## src/cpu_pkg.sv

```systemverilog
package cpu_pkg;

	// Machine word, used for both data and byte addresses
	typedef logic [15:0] word_t;
	typedef logic [3:0] reg_idx_t;

	// Memory sizes in 16-bit words
	localparam int IMEM_DEPTH = 256;
	localparam int DMEM_DEPTH = 256;
	localparam int IMEM_AW = 8;
	localparam int DMEM_AW = 8;
	localparam int NUM_REGS = 16;

	// Instruction classes in bits 15..12
	typedef enum logic [3:0] {
		OP_ADD = 4'h0,
		OP_SUB = 4'h1,
		OP_XOR = 4'h2,
		OP_AND = 4'h3,
		OP_SLL = 4'h4,
		OP_SRA = 4'h5,
		OP_ROR = 4'h6,
		OP_NOP = 4'h7,	// unused encoding, also marks pipeline bubbles
		OP_LW = 4'h8,
		OP_SW = 4'h9,
		OP_LHB = 4'hA,
		OP_LLB = 4'hB,
		OP_B = 4'hC,
		OP_BR = 4'hD,
		OP_PCS = 4'hE,
		OP_HLT = 4'hF
	} opcode_t;

	// Branch conditions in bits 11..9 of B
	typedef enum logic [2:0] {
		COND_NE = 3'd0,
		COND_EQ = 3'd1,
		COND_GT = 3'd2,
		COND_LT = 3'd3,
		COND_GE = 3'd4,
		COND_LE = 3'd5,
		COND_OV = 3'd6,
		COND_ALWAYS = 3'd7
	} cond_t;

	// ALU operand source
	typedef enum logic [1:0] {FWD_NONE = 2'd0, FWD_MEM = 2'd1, FWD_WB = 2'd2} fwd_sel_t;

	typedef struct packed {logic z; logic v; logic n;} flags_t;

endpackage

```

## src/ex_mem_if.sv

```systemverilog
`timescale 1ns/1ps

// EX/MEM pipeline register contents
interface ex_mem_if import cpu_pkg::*; ();
	logic regwrite;
	logic memtoreg;
	logic memwrite;
	reg_idx_t rd;
	word_t result;	// ALU, PCS, LHB or LLB value
	word_t addr;
	word_t store_data;
	logic halt;

	modport producer(output regwrite, memtoreg, memwrite, rd, result, addr, store_data, halt);
	modport consumer(input regwrite, memtoreg, memwrite, rd, result, addr, store_data, halt);
	// Forwarding only needs the destination
	modport monitor(input regwrite, rd);

endinterface

```

## src/execute_stage.sv

```systemverilog
`timescale 1ns/1ps

module execute_stage import cpu_pkg::*; (
	input logic clk,
	input logic reset,
	input word_t idex_pc,
	input word_t idex_instr,
	input opcode_t idex_op,
	input word_t idex_data1,
	input word_t idex_data2,
	input reg_idx_t idex_rd,
	input logic idex_regwrite,
	input logic idex_memtoreg,
	input logic idex_memwrite,
	input logic idex_halt,
	input fwd_sel_t fwd_a,
	input fwd_sel_t fwd_b,
	input word_t mem_fwd,
	input word_t wb_data,
	ex_mem_if.producer em,
	output logic branch_taken,
	output word_t branch_target
);
	word_t opa, opb, alu_res, sum, result, base, addr;
	logic [31:0] rot;
	logic [3:0] imm4;
	logic ovf, cond_ok;
	flags_t flags, flag_we;

	assign imm4 = idex_instr[3:0];

	// Operand forwarding
	assign opa = (fwd_a == FWD_MEM) ? mem_fwd : (fwd_a == FWD_WB) ? wb_data : idex_data1;
	assign opb = (fwd_b == FWD_MEM) ? mem_fwd : (fwd_b == FWD_WB) ? wb_data : idex_data2;

	// -------------------------------------------------------------------------
	// ALU and flag register
	// -------------------------------------------------------------------------
	always_comb begin
		sum = (idex_op == OP_SUB) ? opa - opb : opa + opb;
		// Overflow when the sign flips against the operands
		if (idex_op == OP_SUB)
			ovf = (opa[15] != opb[15]) && (sum[15] != opa[15]);
		else
			ovf = (opa[15] == opb[15]) && (sum[15] != opa[15]);
		rot = {opa, opa} >> imm4;
		flag_we = '{z: 1'b1, v: 1'b0, n: 1'b0};
		case (idex_op)
			OP_ADD, OP_SUB: begin
				alu_res = ovf ? (opa[15] ? 16'h8000 : 16'h7fff) : sum;
				flag_we = '{z: 1'b1, v: 1'b1, n: 1'b1};
			end
			OP_XOR: alu_res = opa ^ opb;
			OP_AND: alu_res = opa & opb;
			OP_SLL: alu_res = opa << imm4;
			OP_SRA: alu_res = $signed(opa) >>> imm4;
			OP_ROR: alu_res = rot[15:0];
			default: begin
				alu_res = sum;
				flag_we = '0;
			end
		endcase
	end

	always_ff @(posedge clk) begin
		if (reset)
			flags <= '0;
		else begin
			if (flag_we.z)
				flags.z <= (alu_res == '0);
			if (flag_we.v)
				flags.v <= ovf;
			if (flag_we.n)
				flags.n <= alu_res[15];
		end
	end

	// Value headed for rd when not a load
	always_comb begin
		case (idex_op)
			OP_LHB: result = {idex_instr[7:0], opa[7:0]};
			OP_LLB: result = {opa[15:8], idex_instr[7:0]};
			OP_PCS: result = idex_pc;
			default: result = alu_res;
		endcase
	end

	// -------------------------------------------------------------------------
	// Branch resolution
	// -------------------------------------------------------------------------
	always_comb begin
		case (cond_t'(idex_instr[11:9]))
			COND_NE: cond_ok = !flags.z;
			COND_EQ: cond_ok = flags.z;
			COND_GT: cond_ok = !flags.z && !flags.n;
			COND_LT: cond_ok = flags.n;
			COND_GE: cond_ok = flags.z || !flags.n;
			COND_LE: cond_ok = flags.z || flags.n;
			COND_OV: cond_ok = flags.v;
			COND_ALWAYS: cond_ok = 1'b1;
		endcase
	end

	assign branch_taken = (idex_op == OP_BR) || (idex_op == OP_B && cond_ok);
	// Word offset from pc+2, or register target
	assign branch_target = (idex_op == OP_BR) ? opa :
		idex_pc + {{6{idex_instr[8]}}, idex_instr[8:0], 1'b0};

	// Even base plus signed imm4 words
	assign base = (idex_op == OP_SW) ? opb : opa;
	assign addr = {base[15:1], 1'b0} + {{11{imm4[3]}}, imm4, 1'b0};

	// EX/MEM register
	always_ff @(posedge clk) begin
		if (reset) begin
			em.regwrite <= 1'b0;
			em.memtoreg <= 1'b0;
			em.memwrite <= 1'b0;
			em.halt <= 1'b0;
		end else begin
			em.regwrite <= idex_regwrite;
			em.memtoreg <= idex_memtoreg;
			em.memwrite <= idex_memwrite;
			em.halt <= idex_halt;
		end
		em.rd <= idex_rd;
		em.result <= result;
		em.addr <= addr;
		em.store_data <= opa;
	end

	a_fwd_known: assert property (@(posedge clk) disable iff (reset)
		!$isunknown({fwd_a, fwd_b}));
	// Flush must land a bubble right behind a taken branch
	a_flush_bubble: assert property (@(posedge clk) disable iff (reset)
		branch_taken |=> idex_op == OP_NOP && !branch_taken);

endmodule

```

## src/flat_wrapper.sv

```systemverilog
// flat-port wrapper written by rule: the top's interface ports become plain ports
module execute_stage_flat import cpu_pkg::*;
  (clk, reset, idex_pc, idex_instr, idex_op, idex_data1, idex_data2, idex_rd, idex_regwrite, idex_memtoreg, idex_memwrite, idex_halt, fwd_a, fwd_b, mem_fwd, wb_data, branch_taken, branch_target, em_regwrite, em_memtoreg, em_memwrite, em_rd, em_result, em_addr, em_store_data, em_halt);
  ex_mem_if em_i ();
  input logic clk;
  input logic reset;
  input word_t idex_pc;
  input word_t idex_instr;
  input opcode_t idex_op;
  input word_t idex_data1;
  input word_t idex_data2;
  input reg_idx_t idex_rd;
  input logic idex_regwrite;
  input logic idex_memtoreg;
  input logic idex_memwrite;
  input logic idex_halt;
  input fwd_sel_t fwd_a;
  input fwd_sel_t fwd_b;
  input word_t mem_fwd;
  input word_t wb_data;
  output logic branch_taken;
  output word_t branch_target;
  output wire logic [$bits(em_i.regwrite)-1:0] em_regwrite;
  output wire logic [$bits(em_i.memtoreg)-1:0] em_memtoreg;
  output wire logic [$bits(em_i.memwrite)-1:0] em_memwrite;
  output wire logic [$bits(em_i.rd)-1:0] em_rd;
  output wire logic [$bits(em_i.result)-1:0] em_result;
  output wire logic [$bits(em_i.addr)-1:0] em_addr;
  output wire logic [$bits(em_i.store_data)-1:0] em_store_data;
  output wire logic [$bits(em_i.halt)-1:0] em_halt;
  assign em_regwrite = em_i.regwrite;
  assign em_memtoreg = em_i.memtoreg;
  assign em_memwrite = em_i.memwrite;
  assign em_rd = em_i.rd;
  assign em_result = em_i.result;
  assign em_addr = em_i.addr;
  assign em_store_data = em_i.store_data;
  assign em_halt = em_i.halt;
  execute_stage u_core (.clk(clk), .reset(reset), .idex_pc(idex_pc), .idex_instr(idex_instr), .idex_op(idex_op), .idex_data1(idex_data1), .idex_data2(idex_data2), .idex_rd(idex_rd), .idex_regwrite(idex_regwrite), .idex_memtoreg(idex_memtoreg), .idex_memwrite(idex_memwrite), .idex_halt(idex_halt), .fwd_a(fwd_a), .fwd_b(fwd_b), .mem_fwd(mem_fwd), .wb_data(wb_data), .em(em_i), .branch_taken(branch_taken), .branch_target(branch_target));
endmodule
```

## config.mk

```make
export PLATFORM = sky130hd
export DESIGN_NAME = execute_stage_flat
export DESIGN_NICKNAME = d
export VERILOG_FILES = /design/src/cpu_pkg.sv /design/src/ex_mem_if.sv /design/src/execute_stage.sv /design/src/flat_wrapper.sv
export SDC_FILE = /design/constraint.sdc
export NUM_CORES = 1
export LEC_CHECK = 0
export BUFFER_PORTS_ARGS = -buffer_cell sky130_fd_sc_hd__buf_4
export CORE_ASPECT_RATIO = 2
export CORE_MARGIN = 10
export CORE_UTILIZATION = 50
export DETAILED_ROUTE_END_ITERATION = 10
export GPL_ROUTABILITY_DRIVEN = 0
export PLACE_DENSITY = 0.74
export SLEW_MARGIN = 5
export SYNTH_ARGS = -nofsm -noshare
export SYNTH_HDL_FRONTEND = slang
export SYNTH_SLANG_ARGS = --single-unit
```

## constraint.sdc

```tcl
create_clock -name clk -period 5.1 [get_ports clk]
set_clock_uncertainty 0.05 [all_clocks]
set_input_delay 0.255 -clock clk [delete_from_list [all_inputs] [get_ports clk]]
set_output_delay 0.255 -clock clk [all_outputs]
set_load 0.01 [all_outputs]
```

==> PnR_summary.wiki, run 1 <==
{| class="wikitable"
! Metric !! Value
|-
| Fmax || between 0.2 and 0.25 GHz
|-
| Final worst-path cycle share || 0.922
|-
| Mean area per synthesized cell || roughly 8 µm²
|-
| Number of flip-flops and latches in the synthesized netlist || slightly below 60
|-
| Sequential Power Share || 0.196
|-
| Antenna violations before repair || 0
|-
| Average routed wire per standard cell || ~27 µm
|-
| Clock slew seen by the registers of the worst setup and hold paths || roughly 0.05 ns
|-
| Leading post-synthesis cells by cell area || sky130_fd_sc_hd__dfxtp_1, sky130_fd_sc_hd__mux2i_1, sky130_fd_sc_hd__ha_1
|-
| Total grt overflow || 0
|-
| Data arrival, critical path || ~4.9 ns
|-
| Transition time of the tightest slew-check pin || ~1.1 ns
|-
| Worst Setup End Kind || flop
|-
| Die Area || about 24,000 µm²
|-
| Synthesis Warnings || 0
|-
| Ratio of cells with drive above 1 in the final layout || 0.277
|-
| TritonCTS Buffers || 9
|-
| Placed Area || 10,700 µm²
|-
| Fill count || approximately 1,600
|-
| Proportion of synthesized flip-flops having asynchronous set or reset || 0
|-
| Maximum number of pins on one net before global-route repair || 55
|-
| Fin. Hold Viols || 0
|-
| Hold endpoint || u_core.em.memwrite
|-
| Final antenna diode count || 0
|-
| Clk network pwr share || 0.193
|-
| Power density over cell area || ~270 nW/µm²
|-
| Crit start category || input port
|-
| Via count of the first global-routing pass || approximately 10,000
|-
| Fraction of power spent switching nets || 0.431
|-
| Die boundary height || 208 µm
|-
| Launching point of the worst reg2reg path || u_core.flags[2]
|-
| Clock tree from TritonCTS || built
|-
| Status || completed
|-
| Unique cell type count in the Yosys netlist || 86
|-
| Worst-skew pair later-pin latency || 0.34 ns
|-
| Fin util || 0.639
|-
| Net switching power || between 0.001 and 0.0015 W
|-
| Power Internal || ~0.0017 W
|-
| Top cell type's share of synthesized area || 0.132
|-
| Primary FF master, synth || sky130_fd_sc_hd__dfxtp_1
|-
| Final-layout setup total negative slack || 0 ns
|-
| Iteration-0 DRC Markers || 1,649
|-
| Nets || 1,465
|-
| Share of the yosys chip area belonging to registers || 0.132
|-
| Total routing resource utilization after global routing || 0.332
|-
| Worst R2R Setup Slack || around 4.4 ns
|-
| Reg2Reg Depth || 2
|-
| First-pass detailed-route iteration total || 9
|-
| Reported leakage power || just under 5 nW
|-
| Sum of routed wire length over all layers || slightly above 40,000 µm
|-
| Power share of the combinational group || 0.611
|-
| Worst hold path cell count || 2
|-
| Final hold slack || roughly 0.076 ns
|-
| Via total after detailed routing || ~10,000
|-
| Residual antenna-violating net count after detailed routing || 0
|-
| Class of the worst hold path || input port to flop
|-
| Gate Count Post-Synth || ~1,100
|-
| Worst Setup Path Type || input port to flop
|-
| Total I/O pin count || roughly 190
|-
| Worst relative slew slack || 0.288
|-
| Total non-filler cell area in the finished layout || around 11,000 µm²
|-
| Starting density of the core || 0.510
|-
| Critical Path RT || about 5.3 ns
|-
| Total chip power || 0.00295 W
|-
| Max-slew violations || 0
|-
| Worst IR drop on VDD || 172 µV
|-
| Top fanout value on the critical path || 19
|-
| Post-synth net total || 1,264
|-
| Layout overhead on the synthesized area || 25.1%
|-
| Number of failing setup endpoints in the final timing report || 0
|-
| Total of max-cap violations || 0
|-
| HPWL after detailed placement || around 32,000 µm
|-
| Wire length of the first global-routing pass || around 60,000 µm
|-
| Count of buffers inserted at the top-level ports || approximately 180
|-
| Root buffer selected by CTS || sky130_fd_sc_hd__clkbuf_16
|-
| Hold Path Origin || idex_memwrite
|-
| Area leader, netlist || sky130_fd_sc_hd__dfxtp_1
|-
| DR DRC count || 0
|-
| Floorplan row count || 68
|-
| Clock sink total || 58
|-
| Capturing point of the worst reg2reg path || u_core.flags[2]
|-
| Die W || between 100 and 150 µm
|-
| Deepest level of the CTS H-tree || 3
|-
| Setup repair after global routing missed its margin || false
|-
| Detail-routed via count per cell || 6.97
|-
| Post-synthesis cell area || 8810 µm²
|-
| Number of synthesized flops with an enable pin || 0
|-
| Maximum number of buffers from clock root to sink || 2
|-
| Final Critical Period || between 4 and 5 ns
|-
| Core outline area || 17,300 µm²
|}
layout by cell type, fill, tap and decap left out, types with 10 or more instances in the layout:
master and n:
sky130_fd_sc_hd__mux4_2 33, sky130_fd_sc_hd__or3_1 10, sky130_fd_sc_hd__xnor2_1 36, sky130_fd_sc_hd__nor2_1 70, sky130_fd_sc_hd__o22ai_1 13, sky130_fd_sc_hd__xor2_1 17, sky130_fd_sc_hd__ha_1 60, sky130_fd_sc_hd__nand2b_1 16
sky130_fd_sc_hd__a21oi_1 79, sky130_fd_sc_hd__nor2b_1 25, sky130_fd_sc_hd__buf_4 253, sky130_fd_sc_hd__nor3_1 15, sky130_fd_sc_hd__dfxtp_1 58, sky130_fd_sc_hd__a222oi_1 14, sky130_fd_sc_hd__o21bai_1 10, sky130_fd_sc_hd__mux2_2 28
sky130_fd_sc_hd__nand2_1 100, sky130_fd_sc_hd__o21ai_0 73, sky130_fd_sc_hd__mux2i_1 97, sky130_fd_sc_hd__inv_1 32, sky130_fd_sc_hd__o22a_1 10
power groups by stage:
stage	logic [W]	clock network (W)	registers [W]
final	0.00181	0.000569	0.000579
after global routing	0.00190	0.000594	0.000587
after CTS	0.00171	0.000577	0.000581
after detailed placement	0.00170	0	0.000589
after global placement	0.00168	0	0.000584
after floorplan	0.000923	0	0.000636
worst max path at each step:
stage,slack [ns],start,end,cells after the start
2_1_floorplan,0.50,fwd_b[1],u_core.flags[2],22
3_3_place_gp,0.33,fwd_b[1],u_core.flags[2],20
3_5_place_dp,0.18,fwd_b[1],u_core.flags[2],20
4_1_cts,0.51,fwd_b[1],u_core.flags[2],20
5_1_grt,0.10,fwd_b[1],u_core.flags[2],20
6_report,0.40,fwd_b[1],u_core.flags[2],20
routing by layer:
layer  up-vias  GRT usage  part of all wire
met1      4794      0.334              0.31
met3       278     0.0935              0.12
met4         0      0.302              0.11
li1       4538          -                 -
met5         -          0                 0
met2       859      0.538              0.46
final cells by class:
cell class              count  area (µm²)  area share
multi-input cells         917        7180       0.651
inverters                  42         158      0.0143
repair buffers            260        1980       0.180
flip-flops and latches     58        1160       0.105
clock buffers              15         278      0.0252
well taps                 210         263      0.0238
clock inverters             1        7.51    0.000681
synth_stat cells, types with 5 or more instances:
library cell                count
sky130_fd_sc_hd__and3_1         7
sky130_fd_sc_hd__o21ai_0       73
sky130_fd_sc_hd__a21o_1         8
sky130_fd_sc_hd__nand2b_1      16
sky130_fd_sc_hd__buf_2          9
sky130_fd_sc_hd__mux2_2        28
sky130_fd_sc_hd__inv_2          8
sky130_fd_sc_hd__mux2i_1       97
sky130_fd_sc_hd__clkbuf_1      45
sky130_fd_sc_hd__o221ai_1       9
sky130_fd_sc_hd__nor2_1        70
sky130_fd_sc_hd__a2bb2oi_1      7
sky130_fd_sc_hd__xor2_1        17
sky130_fd_sc_hd__o21bai_1      10
sky130_fd_sc_hd__dfxtp_1       58
sky130_fd_sc_hd__inv_1         32
sky130_fd_sc_hd__or3_1         10
sky130_fd_sc_hd__nor2b_1       25
sky130_fd_sc_hd__nand4_1        9
sky130_fd_sc_hd__a22oi_1        5
sky130_fd_sc_hd__or2_2          5
sky130_fd_sc_hd__buf_1          8
sky130_fd_sc_hd__o22a_1        10
sky130_fd_sc_hd__nor3_1        15
sky130_fd_sc_hd__nand2_1      100
sky130_fd_sc_hd__o211ai_1       9
sky130_fd_sc_hd__mux4_2        33
sky130_fd_sc_hd__ha_1          60
sky130_fd_sc_hd__o31ai_1        8
sky130_fd_sc_hd__a211o_1        5
sky130_fd_sc_hd__a222oi_1      14
sky130_fd_sc_hd__nand3_1        9
sky130_fd_sc_hd__a221oi_1       8
sky130_fd_sc_hd__o22ai_1       13
sky130_fd_sc_hd__o21a_1         8
sky130_fd_sc_hd__and2_1         7
sky130_fd_sc_hd__a211oi_1       9
sky130_fd_sc_hd__a31oi_1        8
sky130_fd_sc_hd__a21oi_1       79
sky130_fd_sc_hd__xnor2_1       36
sky130_fd_sc_hd__mux2_1         7
what timing repair did:
action / CTS / global route
gates resized for setup: 0 / 0
setup buffers: 0 / 0
hold buffers: 4 / 0
endpoints found under the hold margin: 4 / 0
flip-flops by register name (all words and copies together) (netlist names):
signal,cells
u_core.em.result,16
u_core.em.store_data,16
u_core.em.addr,15
u_core.em.rd,4
u_core.flags,3
u_core.em.halt,1
u_core.em.memtoreg,1
u_core.em.memwrite,1
u_core.em.regwrite,1
worst max-delay path, stage by stage:
cell,delay [ns]
sky130_fd_sc_hd__buf_4,0.16
sky130_fd_sc_hd__buf_12,0.19
sky130_fd_sc_hd__mux2i_1,0.22
sky130_fd_sc_hd__mux2i_1,0.15
sky130_fd_sc_hd__nor4_2,0.35
sky130_fd_sc_hd__nand2b_1,0.19
sky130_fd_sc_hd__or4_1,0.49
sky130_fd_sc_hd__nand2_1,0.09
sky130_fd_sc_hd__xor2_1,0.15
sky130_fd_sc_hd__ha_1,0.26
sky130_fd_sc_hd__and4_1,0.21
sky130_fd_sc_hd__a2bb2oi_1,0.22
sky130_fd_sc_hd__nand3b_1,0.19
sky130_fd_sc_hd__a211o_1,0.36
sky130_fd_sc_hd__a41oi_1,0.28
sky130_fd_sc_hd__xnor2_1,0.12
sky130_fd_sc_hd__a221oi_1,0.34
sky130_fd_sc_hd__a21boi_0,0.23
sky130_fd_sc_hd__nand4b_1,0.17
sky130_fd_sc_hd__o31ai_2,0.25
metrics by stage:
step,std cells,setup slack (ns)
after detailed placement,1482,0.178
after global placement,1482,0.329
after global routing,1503,0.103
after floorplan,1087,0.501
final,1503,0.398
after CTS,1502,0.511
kinds of logic after synthesis:
family | after synthesis | synth area share
mux | 168 | 0.245
simple gates | 298 | 0.166
other cells | 1 | 0.000425
fa+ha+maj | 63 | 0.0920
compound gates | 334 | 0.259
xor+xnor | 53 | 0.0527
buf+inv | 112 | 0.0541
flops | 58 | 0.132
Note: power is estimated with default switching activity, not from simulation.
==> inputs of run 2 (changes only) <==
--- a/config.mk
+++ b/config.mk
@@ -5,13 +5,12 @@
 export SDC_FILE = /design/constraint.sdc
 export NUM_CORES = 1
 export LEC_CHECK = 0
-export BUFFER_PORTS_ARGS = -buffer_cell sky130_fd_sc_hd__buf_4
 export CORE_ASPECT_RATIO = 2
 export CORE_MARGIN = 10
 export CORE_UTILIZATION = 50
 export DETAILED_ROUTE_END_ITERATION = 10
-export GPL_ROUTABILITY_DRIVEN = 0
-export PLACE_DENSITY = 0.74
+export DONT_BUFFER_PORTS = 1
+export PLACE_DENSITY = 0.71
 export SLEW_MARGIN = 5
 export SYNTH_ARGS = -nofsm -noshare
 export SYNTH_HDL_FRONTEND = slang
==> run 2 against run 1 <==
Effect of this change:
- critical path depth rose by 2
- global-route usage fell by 1.3 points
- die area did not move
- via count fell by 10%
- core utilization fell by 9.0 points
- register-to-register slack improved by 0.02 ns
- routed wire length fell by 3.3%
- sequential cell count did not move
- total power fell by 13%
- highest routed layer unchanged
- first-iteration DRC count fell by 34%
- critical path type unchanged
- largest cell class unchanged
==> PnR_summary.wiki, run 2 (synthesized netlist as in run 1, its figures left out) <==
{| class="wikitable"
! Metric !! Value
|-
| Detail-routed via count per cell || 7.23 (+3.8%)
|-
| Fmax || 0.215 GHz (+0.90%)
|-
| Residual antenna-violating net count after detailed routing || 0 (unchanged)
|-
| Top fanout value on the critical path || 32 (+13)
|-
| Total routing resource utilization after global routing || 0.320 (-0.0129)
|-
| Final-layout setup total negative slack || 0 ns (unchanged)
|-
| Reported leakage power || 3.90 nW (-20%)
|-
| Deepest level of the CTS H-tree || 3 (unchanged)
|-
| Die W || 114 µm (unchanged)
|-
| Via count of the first global-routing pass || 9,294 (-11%)
|-
| Critical Path RT || 5.31 ns (about the same)
|-
| Ratio of cells with drive above 1 in the final layout || 0.138 (-0.139)
|-
| Core outline area || 17,300 µm² (unchanged)
|-
| Worst Setup End Kind || flop
|-
| Status || completed
|-
| DR DRC count || 0 (unchanged)
|-
| Clock tree from TritonCTS || built
|-
| Final worst-path cycle share || 0.914 (-0.00819)
|-
| Worst IR drop on VDD || 144 µV (-16%)
|-
| Smallest setup slack after layout || 0.439 ns (+0.0418 ns)
|-
| Total grt overflow || 0 (unchanged)
|-
| Starting density of the core || 0.510 (unchanged)
|-
| Total I/O pin count || 187 (unchanged)
|-
| Number of failing setup endpoints in the final timing report || 0 (unchanged)
|-
| Average routed wire per standard cell || 30.6 µm (+12%)
|-
| Commonest non-fill, non-tap cells in the layout || sky130_fd_sc_hd__nand2_1, sky130_fd_sc_hd__mux2i_1, sky130_fd_sc_hd__a21oi_1
|-
| Count of buffers inserted at the top-level ports || 0 (-100%)
|-
| Most common library cell in the layout ignoring fill and taps || sky130_fd_sc_hd__nand2_1
|-
| Antenna violations before repair || 0 (unchanged)
|-
| Maximum number of pins on one net before global-route repair || 55 (unchanged)
|-
| Fin. Hold Viols || 0 (unchanged)
|-
| Post-CTS setup repair buffer count || 0 (unchanged)
|-
| TritonCTS Buffers || 9 (unchanged)
|-
| Leading registers by flop count || u_core.em.result x16, u_core.em.store_data x16, u_core.em.addr x15
|-
| Floorplan row count || 68 (unchanged)
|-
| Crit start category || input port
|-
| Data arrival, critical path || 4.87 ns (-0.04 ns)
|-
| Clock slew seen by the registers of the worst setup and hold paths || 0.05 ns (about the same)
|-
| Worst-skew pair later-pin latency || 0.34 ns (about the same)
|-
| Die boundary height || 208 µm (unchanged)
|-
| Class of the worst hold path || input port to flop
|-
| Nets || 1,261 (-14%)
|-
| Layout overhead on the synthesized area || 7.54%
|-
| Wire length of the first global-routing pass || 57,200 µm (-5.1%)
|-
| First-pass detailed-route iteration total || 8 (-1)
|-
| Final antenna diode count || 0 (unchanged)
|-
| Root buffer selected by CTS || sky130_fd_sc_hd__clkbuf_16
|-
| Total of max-cap violations || 0 (unchanged)
|-
| Worst relative slew slack || 0.0309 (-0.257)
|-
| Power density over cell area || 272 nW/µm² (+1.7%)
|-
| Max-slew violations || 0 (unchanged)
|-
| Maximum number of buffers from clock root to sink || 2 (unchanged)
|-
| HPWL after detailed placement || 30,700 µm (-2.7%)
|-
| Clock sink total || 58 (unchanged)
|-
| Setup repair after global routing missed its margin || false
|-
| Final Critical Period || 4.66 ns (-0.0418 ns)
|-
| Die Area || 23,700 µm² (unchanged)
|-
| Post-CTS resize count || 0 (unchanged)
|-
| Transition time of the tightest slew-check pin || 1.44 ns (+0.371 ns)
|-
| Worst setup slack after placement || 0.175 ns (-0.00283 ns)
|-
| Worst Setup Path Type || input port to flop
|-
| Iteration-0 DRC Markers || 1,087 (-34%)
|-
| Sum of routed wire length over all layers || 39,700 µm (-3.3%)
|-
| Final weighted congestion in routability-driven placement || approximately 1.1
|-
| Via total after detailed routing || 9,374 (-10%)
|-
| Post-CTS Hold Fix Bufs || 9 (+5)
|}
## run 2: critical path: stages
cell	delay [ns]
sky130_fd_sc_hd__mux2i_1	0.11
sky130_fd_sc_hd__mux2i_1	0.42
sky130_fd_sc_hd__inv_1	0.09
sky130_fd_sc_hd__ha_1	0.21
sky130_fd_sc_hd__nand2b_1	0.10
sky130_fd_sc_hd__nand2b_1	0.18
sky130_fd_sc_hd__o21ai_0	0.13
sky130_fd_sc_hd__xor2_1	0.18
sky130_fd_sc_hd__ha_1	0.40
sky130_fd_sc_hd__a21o_1	0.20
sky130_fd_sc_hd__a21oi_1	0.17
sky130_fd_sc_hd__a2bb2oi_1	0.21
sky130_fd_sc_hd__nand3b_1	0.15
sky130_fd_sc_hd__a211o_1	0.35
sky130_fd_sc_hd__a41oi_1	0.38
sky130_fd_sc_hd__buf_4	0.18
sky130_fd_sc_hd__xnor2_1	0.07
sky130_fd_sc_hd__a221oi_1	0.25
sky130_fd_sc_hd__buf_4	0.17
sky130_fd_sc_hd__a21boi_0	0.20
sky130_fd_sc_hd__nand4b_1	0.21
sky130_fd_sc_hd__o31ai_2	0.24
## run 2: layout make-up
class / count / area (µm²)
clock buffer: 12 / 267
clock inverter: 2 / 12.5
fill: 1692 / 7790
inverter: 42 / 158
multi-input combinational: 917 / 7180
sequential: 58 / 1160
tap: 210 / 263
timing repair buffer: 56 / 440
## run 2: per-layer routing
| layer | routed length (µm) | part of all wire | GRT usage | up-vias |
|---|---|---|---|---|
| li1 | - | - | - | 4136 |
| met1 | 11900 | 0.30 | 0.297 | 4401 |
| met2 | 19000 | 0.48 | 0.539 | 627 |
| met3 | 4560 | 0.11 | 0.102 | 210 |
| met4 | 4200 | 0.11 | 0.284 | 0 |
| met5 | 0 | 0 | 0 | - |
## run 2: report_power, final
part	leakage [nW]	switching [W]	total (W)	internal (W)
Sequential	0.488	0.0000910	0.000645	0.000554
Combinational	3.28	0.000826	0.00137	0.000540
Clock	0.137	0.000209	0.000569	0.000361
## run 2: per-stage QoR
step	hold slack, ns	utilization	area, µm²	power [W]	std cells
2_1_floorplan	0.233	-	8810	0.00156	1087
3_3_place_gp	0.233	0.527	9100	0.00194	1273
3_5_place_dp	0.233	0.527	9100	0.00196	1273
4_1_cts	0.0351	0.548	9470	0.00253	1296
5_1_grt	0.0359	0.549	9480	0.00270	1297
6_report	0.0248	0.549	9480	0.00258	1297
## run 2: path summary, 6_finish.rpt
| kind | startpoint | endpoint | slack [ns] | depth (start not counted) |
|---|---|---|---|---|
| worst max-delay path | fwd_b[1] | u_core.flags[2] | 0.44 | 22 |
| worst min-delay path | idex_instr[0] | u_core.em.result[8] | 0.02 | 2 |
| worst max register to register | u_core.flags[0] | u_core.flags[0] | 4.40 | 2 |
| worst min register to register | u_core.flags[1] | u_core.flags[1] | 0.42 | 2 |
